[config.mk]
export PLATFORM = sky130hd
export DESIGN_NAME = register_file
export DESIGN_NICKNAME = d
export VERILOG_FILES = /design/src/logic/regfile_pkg.sv /design/src/logic/write_steer.sv /design/src/logic/gpr_hilo_bank.sv /design/src/logic/cp0_regs.sv /design/src/logic/read_ports.sv /design/src/logic/register_file.sv
export SDC_FILE = /design/constraint.sdc
export NUM_CORES = 2
export LEC_CHECK = 0
export BUFFER_PORTS_ARGS = -buffer_cell sky130_fd_sc_hd__buf_2
export CORE_MARGIN = 2
export CORE_UTILIZATION = 60
export DETAILED_ROUTE_END_ITERATION = 10
export PLACE_DENSITY = 0.79
export SLEW_MARGIN = 30
export SYNTH_ARGS = -nofsm -noshare
export SYNTH_HDL_FRONTEND = slang
export SYNTH_SLANG_ARGS = --single-unit
[constraint.sdc]
create_clock -name clk -period 5.76 [get_ports clk]
set_clock_uncertainty 0.05 [all_clocks]
set_input_delay 1.728 -clock clk [delete_from_list [all_inputs] [get_ports clk]]
set_output_delay 1.728 -clock clk [all_outputs]
set_load 0.005 [all_outputs]
[src/logic/regfile_pkg.sv]
`default_nettype none

package regfile_pkg;

    typedef logic [31:0] word_t;
    typedef logic [63:0] dword_t;      // {hi, lo}
    typedef logic [6:0]  reg_addr_t;   // unified address space
    typedef logic [4:0]  gpr_idx_t;
    typedef logic [4:0]  cp0_idx_t;
    typedef logic [4:0]  exc_code_t;
    typedef logic [5:0]  hw_int_t;
    typedef logic [1:0]  sw_int_t;

    localparam int num_gpr = 32;

    // address map
    localparam reg_addr_t addr_lo = 7'd64;
    localparam reg_addr_t addr_hi = 7'd127;
    localparam int hilo_sel_bit = 6;
    localparam int cp0_sel_bit  = 5;

    // cp0 indices in use
    localparam cp0_idx_t cp0_badvaddr = 5'd8;
    localparam cp0_idx_t cp0_status   = 5'd12;
    localparam cp0_idx_t cp0_cause    = 5'd13;
    localparam cp0_idx_t cp0_epc      = 5'd14;

    // status fields
    localparam int ie_bit  = 0;
    localparam int exl_bit = 1;
    localparam int im_msb  = 15;
    localparam int im_lsb  = 8;

    // cause fields
    localparam int bd_bit       = 31;
    localparam int hw_ip_msb    = 15;
    localparam int hw_ip_lsb    = 10;
    localparam int sw_ip_msb    = 9;
    localparam int sw_ip_lsb    = 8;
    localparam int exc_code_msb = 6;
    localparam int exc_code_lsb = 2;

    typedef struct packed {
        logic      en;
        reg_addr_t addr;
        word_t     data;
    } wb_write_t;

    typedef struct packed {
        logic   en;
        dword_t data;
    } hl_write_t;

    typedef struct packed {
        logic      valid;
        logic      eret;
        exc_code_t code;
        word_t     epc;
        word_t     badvaddr;
        logic      bd;
    } exc_req_t;

    typedef struct packed {
        word_t status;
        word_t cause;
        word_t epc;
        word_t badvaddr;
    } cp0_view_t;

    typedef struct packed {
        logic     gpr_en;
        gpr_idx_t gpr_idx;
        word_t    gpr_data;
        logic     lo_en;
        logic     hi_en;
        word_t    lo_data;
        word_t    hi_data;
    } bank_we_t;

    typedef struct packed {
        logic     en;
        cp0_idx_t idx;
        word_t    data;
    } cp0_we_t;

endpackage

`default_nettype wire

[src/logic/write_steer.sv]
`timescale 1ns/1ps
`default_nettype none

module write_steer (
    input  wire regfile_pkg::wb_write_t wb,
    input  wire regfile_pkg::hl_write_t hl,
    output regfile_pkg::bank_we_t       bank_we,
    output regfile_pkg::cp0_we_t        cp0_we
);

    logic in_hilo;
    logic in_cp0;
    logic in_gpr;
    logic wb_hi;
    logic wb_lo;

    // address space decode, hi/lo bit outranks the cp0 bit
    assign in_hilo = wb.addr[regfile_pkg::hilo_sel_bit];
    assign in_cp0  = !in_hilo && wb.addr[regfile_pkg::cp0_sel_bit];
    assign in_gpr  = !in_hilo && !wb.addr[regfile_pkg::cp0_sel_bit];

    assign wb_hi = wb.en && (wb.addr == regfile_pkg::addr_hi);
    assign wb_lo = wb.en && (wb.addr == regfile_pkg::addr_lo);

    always_comb begin
        bank_we.gpr_idx  = regfile_pkg::gpr_idx_t'(wb.addr[regfile_pkg::cp0_sel_bit-1:0]);
        bank_we.gpr_data = wb.data;
        bank_we.gpr_en   = wb.en && in_gpr && (bank_we.gpr_idx != '0);  // r0 dropped

        if (hl.en) begin  // muldiv result takes both halves
            bank_we.hi_en   = 1'b1;
            bank_we.lo_en   = 1'b1;
            bank_we.hi_data = hl.data[63:32];
            bank_we.lo_data = hl.data[31:0];
        end else begin
            bank_we.hi_en   = wb_hi;
            bank_we.lo_en   = wb_lo;
            bank_we.hi_data = wb.data;
            bank_we.lo_data = wb.data;
        end
    end

    always_comb begin
        cp0_we.en   = wb.en && in_cp0;
        cp0_we.idx  = regfile_pkg::cp0_idx_t'(wb.addr[regfile_pkg::cp0_sel_bit-1:0]);
        cp0_we.data = wb.data;
    end

endmodule

`default_nettype wire

[src/logic/gpr_hilo_bank.sv]
`timescale 1ns/1ps
`default_nettype none

module gpr_hilo_bank (
    input  wire logic                  clk,
    input  wire logic                  rst,
    input  wire regfile_pkg::bank_we_t bank_we,
    output regfile_pkg::word_t         gpr_q [regfile_pkg::num_gpr],
    output regfile_pkg::word_t         hi_q,
    output regfile_pkg::word_t         lo_q
);

    regfile_pkg::word_t regs [1:regfile_pkg::num_gpr-1];  // no storage for r0
    regfile_pkg::word_t hi_r;
    regfile_pkg::word_t lo_r;

    always_ff @(posedge clk) begin
        if (rst) begin
            for (int i = 1; i < regfile_pkg::num_gpr; i++) begin
                regs[i] <= '0;
            end
        end else if (bank_we.gpr_en) begin
            regs[bank_we.gpr_idx] <= bank_we.gpr_data;
        end
    end

    always_ff @(posedge clk) begin
        if (rst) begin
            hi_r <= '0;
            lo_r <= '0;
        end else begin
            if (bank_we.hi_en) begin
                hi_r <= bank_we.hi_data;
            end
            if (bank_we.lo_en) begin
                lo_r <= bank_we.lo_data;
            end
        end
    end

    always_comb begin
        gpr_q[0] = '0;
        for (int i = 1; i < regfile_pkg::num_gpr; i++) begin
            gpr_q[i] = regs[i];
        end
    end

    assign hi_q = hi_r;
    assign lo_q = lo_r;

    // steering must have filtered r0 before it gets here
    a_no_r0_write: assert property (
        @(posedge clk) disable iff (rst)
        bank_we.gpr_en |-> (bank_we.gpr_idx != '0)
    );

endmodule

`default_nettype wire

[src/logic/cp0_regs.sv]
`timescale 1ns/1ps
`default_nettype none

module cp0_regs (
    input  wire logic                  clk,
    input  wire logic                  rst,
    input  wire regfile_pkg::cp0_we_t  cp0_we,
    input  wire regfile_pkg::exc_req_t exc,
    input  wire regfile_pkg::hw_int_t  hw_int,
    output regfile_pkg::cp0_view_t     view,
    output logic                       allow_interrupt
);

    regfile_pkg::word_t     status_q;
    regfile_pkg::word_t     epc_q;
    regfile_pkg::word_t     badvaddr_q;
    logic                   bd_q;
    regfile_pkg::hw_int_t   hw_ip_q;
    regfile_pkg::sw_int_t   sw_ip_q;
    regfile_pkg::exc_code_t exc_code_q;

    logic wr_status;
    logic wr_cause;
    logic wr_epc;
    logic [7:0] pending;

    assign wr_status = cp0_we.en && (cp0_we.idx == regfile_pkg::cp0_status);
    assign wr_cause  = cp0_we.en && (cp0_we.idx == regfile_pkg::cp0_cause);
    assign wr_epc    = cp0_we.en && (cp0_we.idx == regfile_pkg::cp0_epc);

    // status, exception/eret override the software write on exl
    always_ff @(posedge clk) begin
        if (rst) begin
            status_q <= '0;
        end else begin
            if (wr_status) begin
                status_q <= cp0_we.data;
            end
            if (exc.valid) begin
                status_q[regfile_pkg::exl_bit] <= 1'b1;
            end else if (exc.eret) begin
                status_q[regfile_pkg::exl_bit] <= 1'b0;
            end
        end
    end

    always_ff @(posedge clk) begin
        if (rst) begin
            hw_ip_q <= '0;
            sw_ip_q <= '0;
        end else begin
            hw_ip_q <= hw_int;  // one cycle behind the pins
            if (wr_cause) begin
                sw_ip_q <= cp0_we.data[regfile_pkg::sw_ip_msb:regfile_pkg::sw_ip_lsb];
            end
        end
    end

    // exception entry state
    always_ff @(posedge clk) begin
        if (rst) begin
            epc_q      <= '0;
            badvaddr_q <= '0;
            bd_q       <= 1'b0;
            exc_code_q <= '0;
        end else begin
            if (wr_epc) begin
                epc_q <= cp0_we.data;
            end
            if (exc.valid) begin
                epc_q      <= exc.epc;     // beats mtc0 epc
                badvaddr_q <= exc.badvaddr;
                bd_q       <= exc.bd;
                exc_code_q <= exc.code;
            end
        end
    end

    always_comb begin
        view.status   = status_q;
        view.epc      = epc_q;
        view.badvaddr = badvaddr_q;

        view.cause = '0;
        view.cause[regfile_pkg::bd_bit] = bd_q;
        view.cause[regfile_pkg::hw_ip_msb:regfile_pkg::hw_ip_lsb] = hw_ip_q;
        view.cause[regfile_pkg::sw_ip_msb:regfile_pkg::sw_ip_lsb] = sw_ip_q;
        view.cause[regfile_pkg::exc_code_msb:regfile_pkg::exc_code_lsb] = exc_code_q;
    end

    // hw and sw pending sit right under the status mask
    assign pending = view.cause[regfile_pkg::hw_ip_msb:regfile_pkg::sw_ip_lsb]
                   & status_q[regfile_pkg::im_msb:regfile_pkg::im_lsb];

    assign allow_interrupt = status_q[regfile_pkg::ie_bit]
                          && !status_q[regfile_pkg::exl_bit]
                          && (|pending);

    // the pipeline raises at most one of these per cycle
    a_exc_eret_excl: assert property (
        @(posedge clk) disable iff (rst)
        !(exc.valid && exc.eret)
    );

endmodule

`default_nettype wire

[src/logic/read_ports.sv]
`timescale 1ns/1ps
`default_nettype none

module read_ports (
    input  wire regfile_pkg::reg_addr_t rd_addr_1,
    input  wire regfile_pkg::reg_addr_t rd_addr_2,
    input  wire regfile_pkg::wb_write_t wb,
    input  wire regfile_pkg::hl_write_t hl,
    input  wire regfile_pkg::word_t     gpr_q [regfile_pkg::num_gpr],
    input  wire regfile_pkg::word_t     hi_q,
    input  wire regfile_pkg::word_t     lo_q,
    input  wire regfile_pkg::cp0_view_t cp0,
    output regfile_pkg::word_t          rd_data_1,
    output regfile_pkg::word_t          rd_data_2
);

    regfile_pkg::word_t cp0_field;

    // mfc0 index decode for port 2
    always_comb begin
        case (regfile_pkg::cp0_idx_t'(rd_addr_2[regfile_pkg::cp0_sel_bit-1:0]))
            regfile_pkg::cp0_badvaddr: cp0_field = cp0.badvaddr;
            regfile_pkg::cp0_status:   cp0_field = cp0.status;
            regfile_pkg::cp0_cause:    cp0_field = cp0.cause;
            regfile_pkg::cp0_epc:      cp0_field = cp0.epc;
            default:                   cp0_field = '0;
        endcase
    end

    function automatic regfile_pkg::word_t read_one(
        input regfile_pkg::reg_addr_t addr,
        input regfile_pkg::word_t     cp0_val
    );
        logic is_hi;
        regfile_pkg::word_t val;
        is_hi = (addr == regfile_pkg::addr_hi);
        if (wb.en && (wb.addr == addr) && (addr != '0)) begin
            val = wb.data;                    // write-back bypass
        end else if (hl.en && addr[regfile_pkg::hilo_sel_bit]) begin
            val = is_hi ? hl.data[63:32] : hl.data[31:0];
        end else if (addr[regfile_pkg::hilo_sel_bit]) begin
            val = is_hi ? hi_q : lo_q;
        end else if (addr[regfile_pkg::cp0_sel_bit]) begin
            val = cp0_val;                    // zero on port 1
        end else begin
            val = gpr_q[addr[regfile_pkg::cp0_sel_bit-1:0]];  // entry 0 is zero
        end
        return val;
    endfunction

    always_comb begin
        rd_data_1 = read_one(rd_addr_1, '0);
        rd_data_2 = read_one(rd_addr_2, cp0_field);
    end

endmodule

`default_nettype wire

[src/logic/register_file.sv]
`timescale 1ns/1ps
`default_nettype none

module register_file (
    input  wire logic                   clk,
    input  wire logic                   rst,
    input  wire regfile_pkg::wb_write_t wb,
    input  wire regfile_pkg::hl_write_t hl,
    input  wire regfile_pkg::reg_addr_t rd_addr_1,
    input  wire regfile_pkg::reg_addr_t rd_addr_2,
    input  wire regfile_pkg::exc_req_t  exc,
    input  wire regfile_pkg::hw_int_t   hw_int,
    output regfile_pkg::word_t          rd_data_1,
    output regfile_pkg::word_t          rd_data_2,
    output regfile_pkg::cp0_view_t      cp0,
    output logic                        allow_interrupt
);

    regfile_pkg::bank_we_t bank_we;
    regfile_pkg::cp0_we_t  cp0_we;
    regfile_pkg::word_t    gpr_q [regfile_pkg::num_gpr];
    regfile_pkg::word_t    hi_q;
    regfile_pkg::word_t    lo_q;

    write_steer u_steer (
        .wb      (wb),
        .hl      (hl),
        .bank_we (bank_we),
        .cp0_we  (cp0_we)
    );

    gpr_hilo_bank u_bank (
        .clk     (clk),
        .rst     (rst),
        .bank_we (bank_we),
        .gpr_q   (gpr_q),
        .hi_q    (hi_q),
        .lo_q    (lo_q)
    );

    cp0_regs u_cp0 (
        .clk             (clk),
        .rst             (rst),
        .cp0_we          (cp0_we),
        .exc             (exc),
        .hw_int          (hw_int),
        .view            (cp0),
        .allow_interrupt (allow_interrupt)
    );

    // read side sees the raw buses for bypass
    read_ports u_read (
        .rd_addr_1 (rd_addr_1),
        .rd_addr_2 (rd_addr_2),
        .wb        (wb),
        .hl        (hl),
        .gpr_q     (gpr_q),
        .hi_q      (hi_q),
        .lo_q      (lo_q),
        .cp0       (cp0),
        .rd_data_1 (rd_data_1),
        .rd_data_2 (rd_data_2)
    );

endmodule

`default_nettype wire

# Word-level counts from Yosys, hierarchy flattened
# Memory sizes are Yosys's and may differ from the RTL's.
# Index checks and enable logic that the tools add are counted.
word_totals:
  reg_bits: 174
  ramBits: 992
  input_bits: 199
  out_inout_bits: 193
  elab_cells: 90
  mem_count: 1
memory_table:
  columns: ["name", "depth", "word_bits", "rd", "rd_ports_with_merged_regs", "wr", "line_no", "source"]
  rows:
  - ["u_bank.regs", 31, 32, 31, 0, 31, "gpr_hilo_bank.sv:13", "regfile_pkg::word_t regs [1:regfile_pkg::num_gpr-1];"]
op_classes:
  magnitude_cmp: 2
  n_eq_ne: 13
  mux: 33
  bitwise_logic: 3
  n_reduce_logical: 28
ops:
  columns: ["op", "count"]
  rows:
  - ["two-way mux 32 bit", 19]
  - ["binary-select mux 32 bit (select 5 bit)", 2]
  - ["one-hot mux 32 bit (4 select lines)", 1]
  - ["two-way mux 66 bit", 1]
  - ["equality test 5 x 4 -> 1 bit, second input constant", 7]
  - ["OR reduction 32 bit", 1]
  - ["equality test 7 bit, second input constant", 4]
  - ["logical AND 1 bit", 18]
  - ["equality test 7 bit", 2]
  - ["nonzero test 7 bit", 2]
  - ["greater-or-equal comparator 6 bit, second input constant", 2]
  - ["inverter 5 -> 6 bit", 2]
  - ["bitwise AND 8 bit", 1]
  - ["two-way mux 1 bit", 8]
  - ["OR reduction 8 bit", 1]
  - ["two-way mux 5 bit", 1]
  - ["nonzero test 5 bit", 1]
  - ["logical NOT 1 bit", 3]
  - ["nonzero test 3 bit", 1]
  - ["two-way mux 2 bit", 1]
  - ["nonzero test 2 bit", 1]

# Logic depth before layout (Yosys ltp)
logic_depth:
  word_depth: 9
  depth_mapped: 12
  ltp_nobuf: 6

# Cells and area by module
# From an unflattened synthesis, not the netlist that was laid out.
hier_totals:
  cells_unflattened: 5363
  hier_area_um2: 66402.4
modules_own_cells:
  columns: ["mod", "n_inst", "cells_per_inst", "area_per_inst_um2"]
  rows:
  - ["gpr_hilo_bank", 1, 2664, 39641.8]
  - ["read_ports", 1, 1931, 20659.8]
  - ["cp0_regs", 1, 512, 4636.9]
  - ["write_steer", 1, 256, 1463.9]

# Least setup slack after synthesis
# Ideal clock, no wire load.
synth_timing:
  path_type: "input to output"
  from: "in rd_addr_2[0]"
  to: "out rd_data_2[30]"
  arrival_time_ns: 3.574
  slack_ns: 0.408
  stages: 9
  cell_sequence: "buf_6 buf_12 buf_6 buf_2 mux4_2 mux2i_1 o32ai_1 a2111oi_2 nor2_1"
synth_via:
  elab_chain_len: 8
synth_lines:
  columns: ["element", "line_no", "source"]
  rows:
  - ["start: declaration", "register_file.sv:10", "input wire regfile_pkg::reg_addr_t rd_addr_2,"]
  - ["inverter 5 -> 6 bit (not written as such)", "read_ports.sv:46", "val = gpr_q[addr[regfile_pkg::cp0_sel_bit-1:0]];"]
  - ["binary-select mux 32 bit (select 5 bit)", "read_ports.sv:46", null]
  - ["two-way mux 32 bit (not written as such) (2 in series)", "read_ports.sv:46", null]
  - ["two-way mux 32 bit", "read_ports.sv:43", "end else if (addr[regfile_pkg::cp0_sel_bit]) begin"]
  - ["two-way mux 32 bit", "read_ports.sv:41", "end else if (addr[regfile_pkg::hilo_sel_bit]) begin"]
  - ["two-way mux 32 bit", "read_ports.sv:39", "end else if (hl.en && addr[regfile_pkg::hilo_sel_bit]) begin"]
  - ["two-way mux 32 bit (*)", "read_ports.sv:37", "if (wb.en && (wb.addr == addr) && (addr != '0)) begin"]
  - ["end: declaration", "register_file.sv:14", "output regfile_pkg::word_t rd_data_2,"]
# Mark *: on every way between the ends. The rest lies on a longest branch, timed or not. The select of a mux whose other input is x is not followed.

# Worst setup path in the final report
layout_timing:
  from: "in rd_addr_2[1]"
  to: "out rd_data_2[12]"
# Same word-level chain as after synthesis.

==> out/results.txt <==
Net Sw Frac: 26.1%
Tcrit/Tclk final: 101%
H-Tree Depth: 3
Post-Synthesis Cells: 4961
Final setup fails: 17
Peak supply drop: 0.000279 V
M3 GR Usage: 14.4%
CTS Hold Bufs: 0
Cts bufs inserted: 118
Crit end category: primary output
Initial core utilization: 60.7%
DRT iter0 DRCs: 8509
Post-Syn Area: 64100 um2
Netlist cell types: 73
CP delay by family, top: buffers and inverters
Tmin final: 5.82 ns
Gr usage total: 40.8%
CP Max Fanout: 8
Register area share after synthesis: 51.9%
Post-DP HPWL: 156000 um
Worst EP arrival: 4.04 ns
Largest net degree at the start of global routing: 94
Leakage: 27.8 nW
Post-synth EDFFs: 992
Drt first pass iters: 8
CP max-delay cell: o22ai_1
Power share of the combinational group: 14.8%
Final Hold Viols: 0
Clock latency at the later pin of the worst-skew pair: 0.72 ns
Internal: 15.1 mW
Slew HR: 31.8%
CTS root buf: clkbuf_16
First-pass GRT wire length: 321000 um
Asr flop ratio synth: 0%
Fmax: 0.172 GHz
Maximum clock insertion buffer count: 3
Final instance area: 75000 um2
Synth warnings: 0
Wirelength per Cell: 32.9 um
Pre-CTS WS: -0.348 ns
Worst hold margin: 0.420 ns
Buf/Inv on CP: 7
DIE WIDTH: 331 um
Power, Total: 20.4 mW
DR vias: 48900
CP cell instances: buf_16 -> buf_12 -> buf_16 -> nor2b_2 -> buf_12 -> a221o_1 -> o21ai_1 -> o22ai_1 -> nor4_1 -> buf_4 -> nor2_2 -> buf_4 -> buf_2
DR DRC count: 0
Synth-to-layout area growth: 17.0%
Seq pwr share: 48.3%
Critical path data required time: 3.98 ns
Syn avg cell area: 12.9 um2
Post-layout nets: 5624
Max stage delay on crit path: 0.36 ns
Clock share of power: 36.9%
DIE AREA: 110000 um2
Routed WL: 228000 um
FF+latch count, synth: 1166
Violated checks: negative setup slack
Gp weighted congestion: 1.05
Met2 Use GR: 61.9%
Area of the core: 106000 um2
Worst Setup Start Kind: input port
Ys flop type: edfxtp_1
Io pins: 392
Global route overflow: 0
Slew at the pin with the worst max-slew slack: 1.02 ns
FP Rows: 119
Final Max Tran Viols: 0
Vias/cell: 7.06
HP Class: flop to flop
# fillers: 6829
Gr busiest metal: met2
RSZ-0062 raised after global routing: yes
Final worst slack: -0.0576 ns
Die height: 331 um
TritonCTS clock tree: done
Routed Antenna Nets: 0
GRT met1 Usage: 51.8%
Max Cap Viol: 0
Clk slew on worst S/H paths: 0.06 ns
IO Port Bufs: 373
Initial antenna violation count: 17
Area after DPL: 70200 um2
CP Class: input port to primary output
NetSw: 5.31 mW
Status: finished with violations
Pwr dens: 271 nW/um2
Share of layout cells above drive strength 1: 31.9%
# clock sinks: 1166
Number of global-route vias before repair: 46100
-- metrics by stage --
step	setup TNS, ns	std cells	util [%]
floorplan	0	4978	-
global placement	-4.90	6661	66.4
detailed placement	-4.99	6661	66.4
CTS	-0.0849	6892	70.3
global route	-0.153	6917	71.0
finish	-0.395	6922	71.0
-- state kept, by name, summed over array words and instances, names as in the netlist --
name and flops:
u_cp0.exc_code_q 5, u_cp0.sw_ip_q 2, u_bank.lo_q 32, u_cp0.hw_ip_q 6, u_bank.hi_q 32, u_cp0.bd_q 1
u_bank.regs 992, u_cp0.status_q 32, u_cp0.badvaddr_q 32, u_cp0.epc_q 32
-- layer usage --
layer	part of all wire [%]	wire length, um
met3	17	38600
met4	6.9	15700
met2	44	100000
met5	0.041	94
met1	32	73000
-- Yosys cell counts, drive strengths merged (6+ instances only) --
master | instances | area share (%)
and2 | 997 | 9.7
edfxtp | 992 | 46
mux4 | 454 | 16
clkbuf | 384 | 2.2
mux2i | 357 | 5.6
nor2 | 337 | 2.0
a22oi | 180 | 2.1
dfxtp | 174 | 5.4
buf | 167 | 1.5
nand2 | 166 | 0.98
a21oi | 159 | 1.2
o21ai | 138 | 1.1
mux2 | 97 | 1.7
a211oi | 42 | 0.50
o22ai | 39 | 0.38
or2 | 33 | 0.32
a221oi | 31 | 0.42
nor2b | 26 | 0.25
nor3 | 22 | 0.18
nand3 | 21 | 0.16
a221o | 13 | 0.20
o2111ai | 13 | 0.18
xnor2 | 13 | 0.18
a2111oi | 9 | 0.13
a31oi | 9 | 0.088
nand2b | 9 | 0.088
nand3b | 9 | 0.11
inv | 7 | 0.041
o211ai | 7 | 0.082
nor4 | 6 | 0.078
-- logic make-up (layout without fill, tap and decap cells) --
group	Yosys count	count (layout)	share of synthesized area [%]
AO/OA/AOI/OAI	662	662	6.71
XOR/XNOR	13	13	0.178
adder cells (fa/ha/maj)	1	1	0.0156
buffers and inverters	558	1098	3.80
flip-flops	1166	1166	51.9
multiplexers	908	908	23.2
other	1	31	0.00585
AND/OR/NAND/NOR	1652	1652	14.2
-- worst paths after layout --
path / depth (start not counted) / slack (ns) / from / end
worst max register to register: 3 / 4.71 / u_cp0.epc_q[12]$_SDFFE_PP0P_ / u_cp0.epc_q[12]$_SDFFE_PP0P_
worst max-delay path: 13 / -0.06 / rd_addr_2[1] / rd_data_2[12]
worst min-delay path: 2 / 0.42 / u_cp0.status_q[28]$_SDFFE_PP0P_ / u_cp0.status_q[28]$_SDFFE_PP0P_
worst min register to register: 2 / 0.42 / u_cp0.status_q[28]$_SDFFE_PP0P_ / u_cp0.status_q[28]$_SDFFE_PP0P_
-- power groups by stage --
stage / registers, mW / clock network [mW] / logic (mW)
2_1_floorplan: 9.88 / 0 / 1.56
3_3_place_gp: 9.94 / 0 / 2.69
3_5_place_dp: 9.99 / 0 / 2.73
4_1_cts: 9.82 / 7.47 / 2.80
5_1_grt: 9.87 / 7.79 / 3.06
6_report: 9.83 / 7.52 / 3.01
-- worst register-to-register path, stage by stage, from the launching register on --
cell     delay, ns
dfxtp_1       0.35
mux2_1        0.29
mux2i_1       0.13
nor2_1        0.07
-- layout make-up --
type	instances	area (um2)	area share, %
flip-flops and latches	1166	33300	44.3
multi-input cells	3254	29100	38.8
repair buffers	878	7140	9.52
clock buffers	163	3280	4.37
well taps	1391	1740	2.32
clock inverters	50	398	0.530
diodes	13	32.5	0.0434
inverters	7	26.3	0.0350
-- cell usage in the layout (no fill, tap or decap), types with 17 or more instances in the layout --
cell,count
dfxtp_1,174
nand2_1,161
o21ai_0,65
mux2_2,91
nand3_1,21
conb_1,18
clkinv_1,26
and2_1,997
a211oi_2,18
clkbuf_1,31
or2_2,19
edfxtp_1,992
o21ai_1,66
a22oi_1,168
a211oi_1,22
o22ai_1,35
nor2_2,45
buf_12,74
mux2i_1,344
buf_16,17
mux4_2,454
a221oi_1,26
a21oi_1,149
nor2_1,291
buf_2,364
buf_4,400
clkbuf_16,126
nor2b_1,19
-- timing repair --
action / 4_1_cts / 5_1_grt
gates cloned: 3 / 5
buffers inserted: 15 / 12
gates resized for setup: 67 / 121
pin swaps: 5 / 11
endpoints found under the setup margin: 42 / 61
Power figures use the tool's default switching activity.
